$ cat config.mk
export PLATFORM = sky130hd
export DESIGN_NAME = routerOutput
export DESIGN_NICKNAME = d
export VERILOG_FILES = /design/src/source/nocPkg.sv /design/src/source/flitTimer.sv /design/src/source/inputFifo.sv /design/src/source/outputSwitch.sv /design/src/source/portArbiter.sv /design/src/source/routerOutput.sv
export SDC_FILE = /design/constraint.sdc
export NUM_CORES = 1
export LEC_CHECK = 0
export ABC_AREA = 1
export BUFFER_PORTS_ARGS = -buffer_cell sky130_fd_sc_hd__buf_2
export CAP_MARGIN = 10
export CORE_MARGIN = 2
export CORE_UTILIZATION = 56
export DETAILED_ROUTE_END_ITERATION = 6
export GPL_TIMING_DRIVEN = 0
export PLACE_DENSITY_LB_ADDON = 0.08
export SLEW_MARGIN = 20
export SYNTH_ARGS = -nofsm -noshare
export SYNTH_HDL_FRONTEND = slang
export SYNTH_HIERARCHICAL = 1
export SYNTH_SLANG_ARGS = --single-unit
export TNS_END_PERCENT = 30
$ cat constraint.sdc
create_clock -name clk -period 3.1 [get_ports clk]
set_input_delay 0.31 -clock clk [delete_from_list [all_inputs] [get_ports clk]]
set_output_delay 0.31 -clock clk [all_outputs]
set_load 0.03 [all_outputs]
$ cat src/source/nocPkg.sv
`default_nettype none

package nocPkg;

  localparam int NumPorts = 5; // Local, North, East, West, South.
  localparam int PortIdxWidth = $clog2(NumPorts);

  // Header flits carry the packet length in the low payload bits.
  localparam int LengthWidth = 12;

  typedef enum logic [2:0] {
    FlitHeader = 3'b001,
    FlitBody   = 3'b010,
    FlitTail   = 3'b100
  } FlitIdT;

  // Bit 0 is Idle, bit p+1 is the grant to port p.
  typedef enum logic [5:0] {
    ArbIdle  = 6'b000001,
    ArbLocal = 6'b000010,
    ArbNorth = 6'b000100,
    ArbEast  = 6'b001000,
    ArbWest  = 6'b010000,
    ArbSouth = 6'b100000
  } ArbStateT;

  // Source tag on the output, also the rotation order.
  typedef enum logic [2:0] {
    PortLocal = 3'd0,
    PortNorth = 3'd1,
    PortEast  = 3'd2,
    PortWest  = 3'd3,
    PortSouth = 3'd4
  } PortT;

endpackage

`default_nettype wire

$ cat src/source/flitTimer.sv
`default_nettype none

module flitTimer (
  input  logic                           clk,
  input  logic                           rst,
  input  nocPkg::FlitIdT                 headFlitId,
  input  logic [nocPkg::LengthWidth-1:0] headLength,
  input  logic                           runTimer,
  output logic                           timesUp
);

  logic [nocPkg::LengthWidth-1:0] period;
  logic [nocPkg::LengthWidth-1:0] count;

  always_ff @(posedge clk)
  begin
    if (rst)
    begin
      period <= '0;
      count  <= '0;
    end
    else
    begin
      if (headFlitId == nocPkg::FlitHeader)
        period <= headLength; // Reload on any header at the head.
      if (runTimer)
        count <= count + 1'b1;
      else
        count <= '0; // Restart for the next grant.
    end
  end

  // Expires once a full packet has been granted.
  assign timesUp = (count == period);

endmodule

`default_nettype wire

$ cat src/source/inputFifo.sv
`default_nettype none

module inputFifo #(
  parameter int FlitWidth = 16,
  parameter int FifoDepth = 8
) (
  input  logic                 clk,
  input  logic                 rst,
  input  logic                 push,
  input  logic [FlitWidth-1:0] pushData,
  input  nocPkg::FlitIdT       pushFlitId,
  input  logic                 pop,
  output logic                 full,
  output logic                 nonEmpty,
  output logic [FlitWidth-1:0] headData,
  output nocPkg::FlitIdT       headFlitId
);

  localparam int PtrWidth = $clog2(FifoDepth);

  logic [FlitWidth-1:0] dataMem [FifoDepth];
  nocPkg::FlitIdT       idMem [FifoDepth];
  logic [PtrWidth-1:0]  wrPtr;
  logic [PtrWidth-1:0]  rdPtr;
  logic [PtrWidth:0]    count;
  logic                 doPush;
  logic                 doPop;

  assign full     = (count == FifoDepth[PtrWidth:0]);
  assign nonEmpty = (count != '0);
  assign doPush   = push && !full; // Write while full is lost.
  assign doPop    = pop && nonEmpty;

  always_ff @(posedge clk)
  begin
    if (doPush)
    begin
      dataMem[wrPtr] <= pushData;
      idMem[wrPtr]   <= pushFlitId;
    end
  end

  always_ff @(posedge clk)
  begin
    if (rst)
    begin
      wrPtr <= '0;
      rdPtr <= '0;
      count <= '0;
    end
    else
    begin
      if (doPush)
        wrPtr <= wrPtr + 1'b1; // Wraps, depth is a power of two.
      if (doPop)
        rdPtr <= rdPtr + 1'b1;
      if (doPush && !doPop)
        count <= count + 1'b1;
      else if (doPop && !doPush)
        count <= count - 1'b1;
    end
  end

  // Head is read straight from memory.
  assign headData   = dataMem[rdPtr];
  assign headFlitId = idMem[rdPtr];

endmodule

`default_nettype wire

$ cat src/source/outputSwitch.sv
`default_nettype none

module outputSwitch #(
  parameter int FlitWidth = 16
) (
  input  logic                                     clk,
  input  logic                                     rst,
  input  logic [nocPkg::NumPorts-1:0]              pop,
  input  logic [nocPkg::NumPorts-1:0][FlitWidth-1:0] headData,
  input  nocPkg::FlitIdT [nocPkg::NumPorts-1:0]    headFlitId,
  output logic                                     outValid,
  output logic [FlitWidth-1:0]                     outData,
  output nocPkg::FlitIdT                           outFlitId,
  output nocPkg::PortT                             outPort
);

  logic                 anyPop;
  logic [FlitWidth-1:0] selData;
  nocPkg::FlitIdT       selFlitId;
  nocPkg::PortT         selPort;

  assign anyPop = |pop;

  // Pop is one-hot, so at most one port matches.
  always_comb
  begin
    selData   = '0;
    selFlitId = nocPkg::FlitBody;
    selPort   = nocPkg::PortLocal;
    for (int p = 0; p < nocPkg::NumPorts; p++)
    begin
      if (pop[p])
      begin
        selData   = headData[p];
        selFlitId = headFlitId[p];
        selPort   = nocPkg::PortT'(p[nocPkg::PortIdxWidth-1:0]);
      end
    end
  end

  always_ff @(posedge clk)
  begin
    if (rst)
      outValid <= 1'b0;
    else
      outValid <= anyPop;
  end

  always_ff @(posedge clk)
  begin
    if (anyPop)
    begin
      outData   <= selData;
      outFlitId <= selFlitId;
      outPort   <= selPort; // Source tag for the downstream hop.
    end
  end

endmodule

`default_nettype wire

$ cat src/source/portArbiter.sv
`default_nettype none

module portArbiter (
  input  logic                                                 clk,
  input  logic                                                 rst,
  input  logic [nocPkg::NumPorts-1:0]                          req,
  input  nocPkg::FlitIdT [nocPkg::NumPorts-1:0]                headFlitId,
  input  logic [nocPkg::NumPorts-1:0][nocPkg::LengthWidth-1:0] headLength,
  output logic [nocPkg::NumPorts-1:0]                          pop
);

  nocPkg::ArbStateT                curState;
  nocPkg::ArbStateT                nextState;
  logic [nocPkg::NumPorts-1:0]     timesUp;
  logic [nocPkg::PortIdxWidth-1:0] curPort;
  logic                            inPort;

  // Grant state for port idx.
  function automatic nocPkg::ArbStateT portState(input int unsigned idx);
    logic [$bits(nocPkg::ArbStateT)-1:0] oneHot;
    oneHot = 6'b000010 << idx;
    return nocPkg::ArbStateT'(oneHot);
  endfunction

  // First requester after port last in rotation order.
  // The last port itself is only considered when allowLast is set.
  function automatic nocPkg::ArbStateT scanNext(
    input logic [nocPkg::NumPorts-1:0]     reqs,
    input logic [nocPkg::PortIdxWidth-1:0] last,
    input logic                            allowLast
  );
    nocPkg::ArbStateT found;
    int unsigned      idx;
    found = nocPkg::ArbIdle;
    for (int i = nocPkg::NumPorts; i >= 1; i--)
    begin
      idx = last + i;
      if (idx >= nocPkg::NumPorts)
        idx = idx - nocPkg::NumPorts;
      if (reqs[idx] && (allowLast || (i < nocPkg::NumPorts)))
        found = portState(idx); // Nearest one wins.
    end
    return found;
  endfunction

  for (genvar p = 0; p < nocPkg::NumPorts; p++)
  begin : gTimer
    flitTimer uTimer (
      .clk        (clk),
      .rst        (rst),
      .headFlitId (headFlitId[p]),
      .headLength (headLength[p]),
      .runTimer   (pop[p]),
      .timesUp    (timesUp[p])
    );
  end

  always_ff @(posedge clk)
  begin
    if (rst)
      curState <= nocPkg::ArbIdle;
    else
      curState <= nextState;
  end

  // Idle behaves as if South was the last grant, so the scan starts at Local.
  always_comb
  begin
    curPort = nocPkg::PortSouth;
    inPort  = 1'b0;
    for (int p = 0; p < nocPkg::NumPorts; p++)
    begin
      if (curState[p + 1])
      begin
        curPort = p[nocPkg::PortIdxWidth-1:0];
        inPort  = 1'b1;
      end
    end
  end

  always_comb
  begin
    pop       = '0;
    nextState = scanNext(req, curPort, !inPort);
    if (inPort && req[curPort] && !timesUp[curPort])
    begin
      pop[curPort] = 1'b1; // Also runs that port's timer.
      nextState    = curState;
    end
  end

endmodule

`default_nettype wire

$ cat src/source/routerOutput.sv
`default_nettype none

module routerOutput #(
  parameter int FlitWidth = 16,
  parameter int FifoDepth = 8
) (
  input  logic                                       clk,
  input  logic                                       rst,
  input  logic [nocPkg::NumPorts-1:0]                inValid,
  input  logic [nocPkg::NumPorts-1:0][FlitWidth-1:0] inData,
  input  nocPkg::FlitIdT [nocPkg::NumPorts-1:0]      inFlitId,
  output logic [nocPkg::NumPorts-1:0]                inFull,
  output logic                                       outValid,
  output logic [FlitWidth-1:0]                       outData,
  output nocPkg::FlitIdT                             outFlitId,
  output nocPkg::PortT                               outPort
);

  logic [nocPkg::NumPorts-1:0]                          req;
  logic [nocPkg::NumPorts-1:0]                          pop;
  logic [nocPkg::NumPorts-1:0][FlitWidth-1:0]           headData;
  nocPkg::FlitIdT [nocPkg::NumPorts-1:0]                headFlitId;
  logic [nocPkg::NumPorts-1:0][nocPkg::LengthWidth-1:0] headLength;

  for (genvar p = 0; p < nocPkg::NumPorts; p++)
  begin : gPort
    inputFifo #(
      .FlitWidth (FlitWidth),
      .FifoDepth (FifoDepth)
    ) uFifo (
      .clk        (clk),
      .rst        (rst),
      .push       (inValid[p]),
      .pushData   (inData[p]),
      .pushFlitId (inFlitId[p]),
      .pop        (pop[p]),
      .full       (inFull[p]),
      .nonEmpty   (req[p]),
      .headData   (headData[p]),
      .headFlitId (headFlitId[p])
    );

    // Length field of a header flit.
    assign headLength[p] = headData[p][nocPkg::LengthWidth-1:0];
  end

  portArbiter uArbiter (
    .clk        (clk),
    .rst        (rst),
    .req        (req),
    .headFlitId (headFlitId),
    .headLength (headLength),
    .pop        (pop)
  );

  outputSwitch #(
    .FlitWidth (FlitWidth)
  ) uSwitch (
    .clk        (clk),
    .rst        (rst),
    .pop        (pop),
    .headData   (headData),
    .headFlitId (headFlitId),
    .outValid   (outValid),
    .outData    (outData),
    .outFlitId  (outFlitId),
    .outPort    (outPort)
  );

endmodule

`default_nettype wire

==> results.yml, run 1 <==
power_and_ir_drop:
  power_frac_seq_pct: 38.7
  p_sw_share_pct: 35.49
  cellPowerDensity_mw_per_mm2: 838.4
  clock_power_share_pct: 28.8
  ir_worst_vdd_v: 0.0005039
  finalPower_mw: 41.44
  combPwrFrac_pct: 32.6
  power.switching_mw: 14.71
  p_int_mw: 26.73
  power.leakage_nw: 18.91
sta:
  worst_clock_skew_ns: 0.02387
  fin_crit_ns: 3.076
  grt_setup_unrepaired: "true"
  worst_pin_slew_ns: 0.8345
  setup_viol: 0
  final_hold_viol_count: 0
  setup-tns-final_ns: 0
  maxSlewHeadroom_pct: 44.37
  maxSlewViolCount: 0
  holdWs_ns: 0.2304
  fin_crit_sh_pct: 99.22
  max_freq_mhz: 325.1
cts:
  clockBufferDepth: 3
  numCtsBuffers: 99
  numClockSinks: 973
  clk_pin_slew_worst_paths_ns: 0.06
  cts-root-buf: "clkbuf_16"
  clk_latency_ns: 0.65
  cts_tree: "done"
  cts-htree-levels: 3
critical_path:
  slowest_stage: "dfxtp_1"
  endpoint_kind: "register"
  cp_top_family: "simple AND/OR/NAND/NOR gates"
  cp_common_cell: "inv_1"
  path_buf_inv: 5
  cpPeakStageDelay_ns: 0.38
  path_class: "register to register"
  start_kind: "register"
  crit_fanout: 11
  path_cells: "inv_1 -> nand3_4 -> inv_1 -> o31ai_4 -> o2111ai_2 -> nand2_2 -> clkinv_4 -> nor3_4 -> buf_4 -> nor2_4 -> clkbuf_4 -> nand2_1 -> nand3_1 -> nor2_2 -> nor2_1"
  crit_required_ns: 3.49
  path_depth: 15
  cp.arrival_ns: 3.47
  rr_worst_depth: 15
min_path:
  min_path_type: "input port to register"
  holdPathStages: 2
place:
  dpl_cell_area_mm2: 0.04463
  gp_congestion: 0.9179
  portBuffers: 129
  placedCellCount: 5291
  dp_hpwl_um: 70520
finish:
  stdcell_area_mm2: 0.04943
  drive_above_1_share_pct: 14.00
  final_cells: 5593
  syn2layout_area_growth_pct: 17.10
  nNetsFinal: 4684
  fillers: 5703
yosys:
  yosysTopAreaCellShare_pct: 55.63
  ys_async_sr_fraction_pct: 0
  post-synth-top-area-cell: "edfxtp_1"
  synth_warnings: 6
  syn-num-nets: 4308
  synth_ff_type: "edfxtp_1"
  postSynthAreaPerCell_um2: 10.14
  synthTopCellsByArea: "edfxtp_1 (56%), dfxtp_1 (9.1%), nor2_1 (8.3%)"
  ys_ff_latch: 973
  netlist_area_mm2: 0.04221
  syn-instance-count: 4162
  synth_edf_count: 782
  synth.distinct_cells: 44
  seq_area_frac_synth_pct: 64.69
routing:
  vias: 30258
  first_pass_iters: 6
  routedWlPerCell_um: 18.50
  drcViolationCount: 0
  viasPerCell: 5.410
  ant_nets: 0
  wl_um: 103500
  first_iter_violations: 2581
global_route:
  grt_max_degree: 54
  grt_util_all_layers_pct: 26.33
  grt_pass1_wl_um: 158400
  grt_pass1_vias: 28705
  antenna_found_initial: 1
  grt_overflow: 0
die:
  dieArea_mm2: 0.07759
  rows: 100
  io_pins: 130
  die_x_um: 278.6
  core_area_mm2: 0.07457
  start_util_pct: 56.61
  fp.dieH_um: 278.6
flow_run:
  cap_violations: 0
outcome:
  status: "finished, final reports clean"
-- final cells by class --
type	count	area (um^2)	share of cell area [%]
Inverter	296	1124	2.273
Clock inverter	42	470.5	0.9518
Clock buffer	144	2791	5.647
Buffer	168	1071	2.167
Antenna cell	1	2.502	0.005063
Sequential cell	973	27340	55.32
Tap cell	969	1212	2.453
Multi-Input combinational cell	2726	13250	26.80
Timing Repair Buffer	274	2168	4.387
-- worst register-to-register path, cell delays in order (launching register included) --
cell,delay (ns)
dfxtp_1,0.38
inv_1,0.11
nand3_4,0.18
inv_1,0.16
o31ai_4,0.28
o2111ai_2,0.17
nand2_2,0.14
clkinv_4,0.10
nor3_4,0.22
buf_4,0.22
nor2_4,0.07
clkbuf_4,0.23
nand2_1,0.11
nand3_1,0.19
nor2_2,0.21
nor2_1,0.06
-- synth_stat cells (2+ instances only) --
library cell	number
o21ai_0	264
nand4_1	4
clkbuf_2	5
inv_1	266
a21oi_2	3
a21oi_1	80
edfxtp_1	782
buf_2	58
nand2_4	5
fa_1	5
clkinv_1	5
nand3_2	19
nor3_1	7
a211oi_1	60
buf_6	40
o2111ai_1	2
ha_1	39
nor2_1	929
nand3b_2	5
o31ai_1	3
a21oi_4	2
nor2_4	18
nand2_2	12
nand3_1	141
xnor2_1	15
buf_1	5
dfxtp_1	191
clkbuf_1	49
xor2_1	40
buf_4	11
nand2_1	712
inv_2	24
o21ai_1	349
nor3b_1	2
-- final timing paths --
| path | from | to | slack (ns) |
|---|---|---|---|
| hold / removal | rst | gPort[1].uFifo/count[0]$_SDFFE_PP0P_ | 0.23 |
| setup / recovery | gPort[1].uFifo/count[2]$_SDFFE_PP0P_ | uSwitch/outData[8]$_DFFE_PP_ | 0.02 |
| setup reg to reg | gPort[1].uFifo/count[2]$_SDFFE_PP0P_ | uSwitch/outData[8]$_DFFE_PP_ | 0.02 |
| hold reg to reg | uArbiter/gTimer[0].uTimer/count[0]$_SDFF_PP0_ | uArbiter/gTimer[0].uTimer/count[0]$_SDFF_PP0_ | 0.46 |
-- per-stage QoR --
| step | utilization [%] | setup slack (ns) |
|---|---|---|
| after floorplan | - | -0.02765 |
| after detailed placement | 59.85 | -1.194 |
| after CTS | 65.88 | 0.01736 |
| final | 66.28 | 0.02417 |
| after global placement | 59.11 | -1.610 |
| after global routing | 66.28 | -0.07054 |
-- state kept, by name, indices dropped and copies added (netlist names), named ones only --
register	count
gPort.uFifo/dataMem	640
gPort.uFifo/idMem	120
uArbiter/gTimer.uTimer/count	60
uArbiter/gTimer.uTimer/period	60
gPort.uFifo/count	20
uSwitch/outData	16
gPort.uFifo/rdPtr	15
gPort.uFifo/wrPtr	15
uArbiter/curState	5
uSwitch/outFlitId	3
uSwitch/outPort	3
uSwitch/outValid	1
-- cells by family (layout without fill, tap and decap cells) --
family / Yosys count / after routing / synth area share (%)
compound gates: 768 / 768 / 9.722
xor+xnor: 55 / 55 / 1.141
buf+inv: 464 / 924 / 5.128
simple gates: 1858 / 1859 / 17.93
flops: 973 / 973 / 64.69
other cells: 0 / 1 / 0
fa+ha+maj: 44 / 44 / 1.393
-- cells in the final DEF (no fill, tap or decap), types with 6 or more instances in the layout --
master / count
inv_2: 25
edfxtp_1: 782
nor2_4: 33
nand2_4: 7
xnor2_1: 15
bufinv_16: 9
nand3_2: 28
a211oi_1: 60
nand2_1: 705
nor2_2: 42
buf_6: 59
clkbuf_16: 103
nand3_4: 6
clkinv_2: 12
o21ai_0: 262
a21oi_2: 8
clkbuf_8: 6
buf_4: 25
buf_8: 14
dfxtp_1: 166
xor2_1: 40
buf_2: 181
clkinv_1: 17
ha_4: 6
dlygate4sd3_1: 100
o21ai_1: 351
inv_1: 262
clkbuf_1: 84
nand3_1: 128
nand2_2: 17
nor2_1: 873
dfxtp_2: 23
ha_1: 32
a21oi_1: 75
-- layer usage --
layer | up-vias | track usage, % | wire length (um)
met3 | 183 | 4.164 | 6578
met1 | 14326 | 34.97 | 44080
li1 | 14827 | - | -
met5 | - | 0 | 12
met2 | 920 | 45.05 | 50260
met4 | 2 | 7.458 | 2553
-- power groups by stage --
stage | combinational (mW) | sequential [mW] | clock, mW
4_1_cts | 12.9 | 16.0 | 12.1
3_3_place_gp | 12.1 | 16.3 | 0
5_1_grt | 14.9 | 16.1 | 12.6
6_report | 13.5 | 16.0 | 11.9
2_1_floorplan | 8.38 | 16.5 | 0
3_5_place_dp | 12.5 | 16.3 | 0
-- timing repair --
| action | 4_1_cts | 5_1_grt |
|---|---|---|
| pin swaps | 9 | 13 |
| buffers inserted | 9 | 5 |
| endpoints found under the hold margin | 762 | 0 |
| setup endpoints to repair | 124 | 72 |
| gates resized for setup | 45 | 70 |
| hold buffers | 100 | 0 |
| cloned | 0 | 1 |
Power figures use the tool's default switching activity.
==> inputs of run 2 (changes only) <==
Settings changed: CTS_BUF_LIST from default to sky130_fd_sc_hd__clkbuf_8 sky130_fd_sc_hd__clkbuf_16.
==> run 2 against run 1 <==
Against the previous run:
- sequential power about the same
- sequential share of layout area did not move
- flip-flop and latch count stayed put
- clock-buffer cell count is 35 lower
- global-route usage is the same
- critical endpoint unchanged
==> results.yml, run 2 (synthesis results as in run 1) <==
place:
  post-place-ws_ns: -1.194
  dp_hpwl_um: 70520
  gp_congestion: 0.9179
  placedCellCount: 5291
  portBuffers: 129
critical_path:
  worstSetupStartpoint: "gPort[1].uFifo/count[2]$_SDFFE_PP0P_"
  start_kind: "register"
  path_cells: "inv_1 -> nand3_4 -> inv_1 -> o31ai_4 -> o2111ai_2 -> nand2_2 -> clkinv_4 -> nor3_4 -> buf_4 -> nor2_4 -> clkbuf_4 -> nand2_1 -> nand3_1 -> nor2_2 -> nor2_1"
  rr_worst_depth: 15
  crit_required_ns: 3.49
  critPathCapture: "uSwitch/outData[8]$_DFFE_PP_"
  cp_top_family: "simple AND/OR/NAND/NOR gates"
  endpoint_kind: "register"
  cp_common_cell: "inv_1"
  worst_r2r_startpoint: "gPort[1].uFifo/count[2]$_SDFFE_PP0P_"
  regToRegSetupSlack_ns: 0.01
  path_depth: 15
  rr_endpoint: "uSwitch/outData[8]$_DFFE_PP_"
  path_buf_inv: 5
  crit_fanout: 11
  slowest_stage: "dfxtp_1"
  path_class: "register to register"
  cpPeakStageDelay_ns: 0.37
  cp.arrival_ns: 3.48
die:
  rows: 100
  fp.dieH_um: 278.6
  io_pins: 130
  dieArea_mm2: 0.07759
  die_x_um: 278.6
  start_util_pct: 56.61
  core_area_mm2: 0.07457
power_and_ir_drop:
  cellPowerDensity_mw_per_mm2: 836.5
  ir_worst_vdd_v: 0.0005021
  power.leakage_nw: 19.06
cts:
  numCtsBuffers: 99
  clk_latency_ns: 0.65
  clockBufferDepth: 3
  cts_tree: "done"
  clk_pin_slew_worst_paths_ns: 0.06
  cts-htree-levels: 3
  numClockSinks: 973
  cts-root-buf: "clkbuf_16"
finish:
  top_regs: "gPort.uFifo/dataMem (640), gPort.uFifo/idMem (120)"
  final_cells: 5593
  largest_register_ffs: 640
  nNetsFinal: 4684
  top_register: "gPort.uFifo/dataMem"
  fillers: 5703
  drive_above_1_share_pct: 14.00
  syn2layout_area_growth_pct: 17.10
  layout_commonest_cell: "nor2_1"
  most-common-layout-cells: "nor2_1 (873), edfxtp_1 (782), nand2_1 (705), o21ai_1 (351), inv_1 (297)"
min_path:
  min_path_type: "input port to register"
  min-delay-start: "rst"
routing:
  drcViolationCount: 0
  viasPerCell: 5.411
  ant_nets: 0
  first_iter_violations: 2686
  first_pass_iters: 6
  vias: 30261
  routedWlPerCell_um: 18.52
  wl_um: 103600
global_route:
  globalRouteMet3Util_pct: 4.164
  top_usage_layer: "met2"
  antenna_found_initial: 1
  grt.met2_usage_pct: 45.05
  grt_pass1_wl_um: 158400
  grt_overflow: 0
  grt_pass1_vias: 28706
  grt_util_met1_pct: 34.97
  grt_max_degree: 54
  grt_util_all_layers_pct: 26.33
sta:
  grt_setup_unrepaired: "true"
  setup_slack_ns: 0.01491
  maxSlewViolCount: 0
  fin_crit_sh_pct: 99.52
  fin_crit_ns: 3.085
  setup_viol: 0
  final_hold_viol_count: 0
  max_freq_mhz: 324.1
  maxSlewHeadroom_pct: 44.01
  worst_clock_skew_ns: 0.02541
  worst_pin_slew_ns: 0.8399
flow_run:
  cap_violations: 0
outcome:
  status: "finished, final reports clean"
==> run 2: cell types whose count changed in the layout (fill, tap and decap cells not counted), sizes merged <==
cell	delta
clkbuf	-35
inv	+35
==> run 2: worst min-delay path by stage <==
stage	end	depth (start not counted)
global route	gPort[2].uFifo/count[0]$_SDFFE_PP0P_	2
global placement	uArbiter/gTimer[1].uTimer/period[6]$_SDFFE_PP0N_	2
finish	gPort[1].uFifo/count[0]$_SDFFE_PP0P_	2
CTS	gPort[2].uFifo/count[0]$_SDFFE_PP0P_	2
floorplan	uArbiter/curState[4]$_SDFFE_PP0N_	1
detailed placement	uArbiter/gTimer[3].uTimer/period[11]$_SDFFE_PP0N_	2
==> run 2: final cells by class <==
cell class / count / area [um^2] / area share (%)
plain buffers: 168 / 1071 / 2.167
well taps: 969 / 1212 / 2.453
diodes: 1 / 2.502 / 0.005063
multi-input cells: 2726 / 13250 / 26.80
repair buffers: 274 / 2168 / 4.387
flip-flops and latches: 973 / 27340 / 55.32
clock inverters: 77 / 601.8 / 1.218
clock buffers: 109 / 2660 / 5.382
inverters: 296 / 1124 / 2.273
==> run 2: power by group <==
| group | switching (mW) | total, mW | internal [mW] | leakage (nW) |
|---|---|---|---|---|
| Combinational | 9.25 | 13.5 | 4.25 | 8.66 |
| Clock | 4.92 | 11.8 | 6.90 | 1.72 |
| Sequential | 0.562 | 16.0 | 15.5 | 8.67 |
| Total | 14.7 | 41.3 | 26.6 | 19.1 |
==> run 2: what timing repair did <==
item / CTS / global route
hold buffers: 100 / 0
pin swaps: 9 / 13
gates cloned: 0 / 1
gates resized for setup: 45 / 70
endpoints found under the hold margin: 762 / 0
setup endpoints to repair: 124 / 72
setup buffers: 9 / 5
==> run 2: metrics by stage <==
stage / setup TNS, ns / utilization (%) / area (um^2) / hold WS, ns / total power, mW
6_report: 0 / 66.28 / 49430 / 0.2286 / 41.35
3_3_place_gp: -126.16 / 59.11 / 44080 / 0.4580 / 28.42
4_1_cts: 0 / 65.88 / 49130 / 0.2188 / 40.92
5_1_grt: -0.1618 / 66.28 / 49430 / 0.2646 / 43.56
2_1_floorplan: -0.02765 / - / 42220 / 0.3724 / 24.85
3_5_place_dp: -67.12 / 59.85 / 44630 / 0.4569 / 28.72
==> run 2: worst reg2reg max path: cells and delay by family, from the launching register on <==
family / cells / cell delay, ns
buffers and inverters: 5 / 0.82
AND/OR/NAND/NOR: 8 / 1.18
flip-flops: 1 / 0.37
AO/OA/AOI/OAI: 2 / 0.46
==> run 2: routing by layer <==
metal | wire length [um] | vias to the layer above
li1 | - | 14825
met1 | 43960 | 14332
met2 | 50420 | 939
met3 | 6704 | 163
met4 | 2459 | 2
met5 | 12 | -
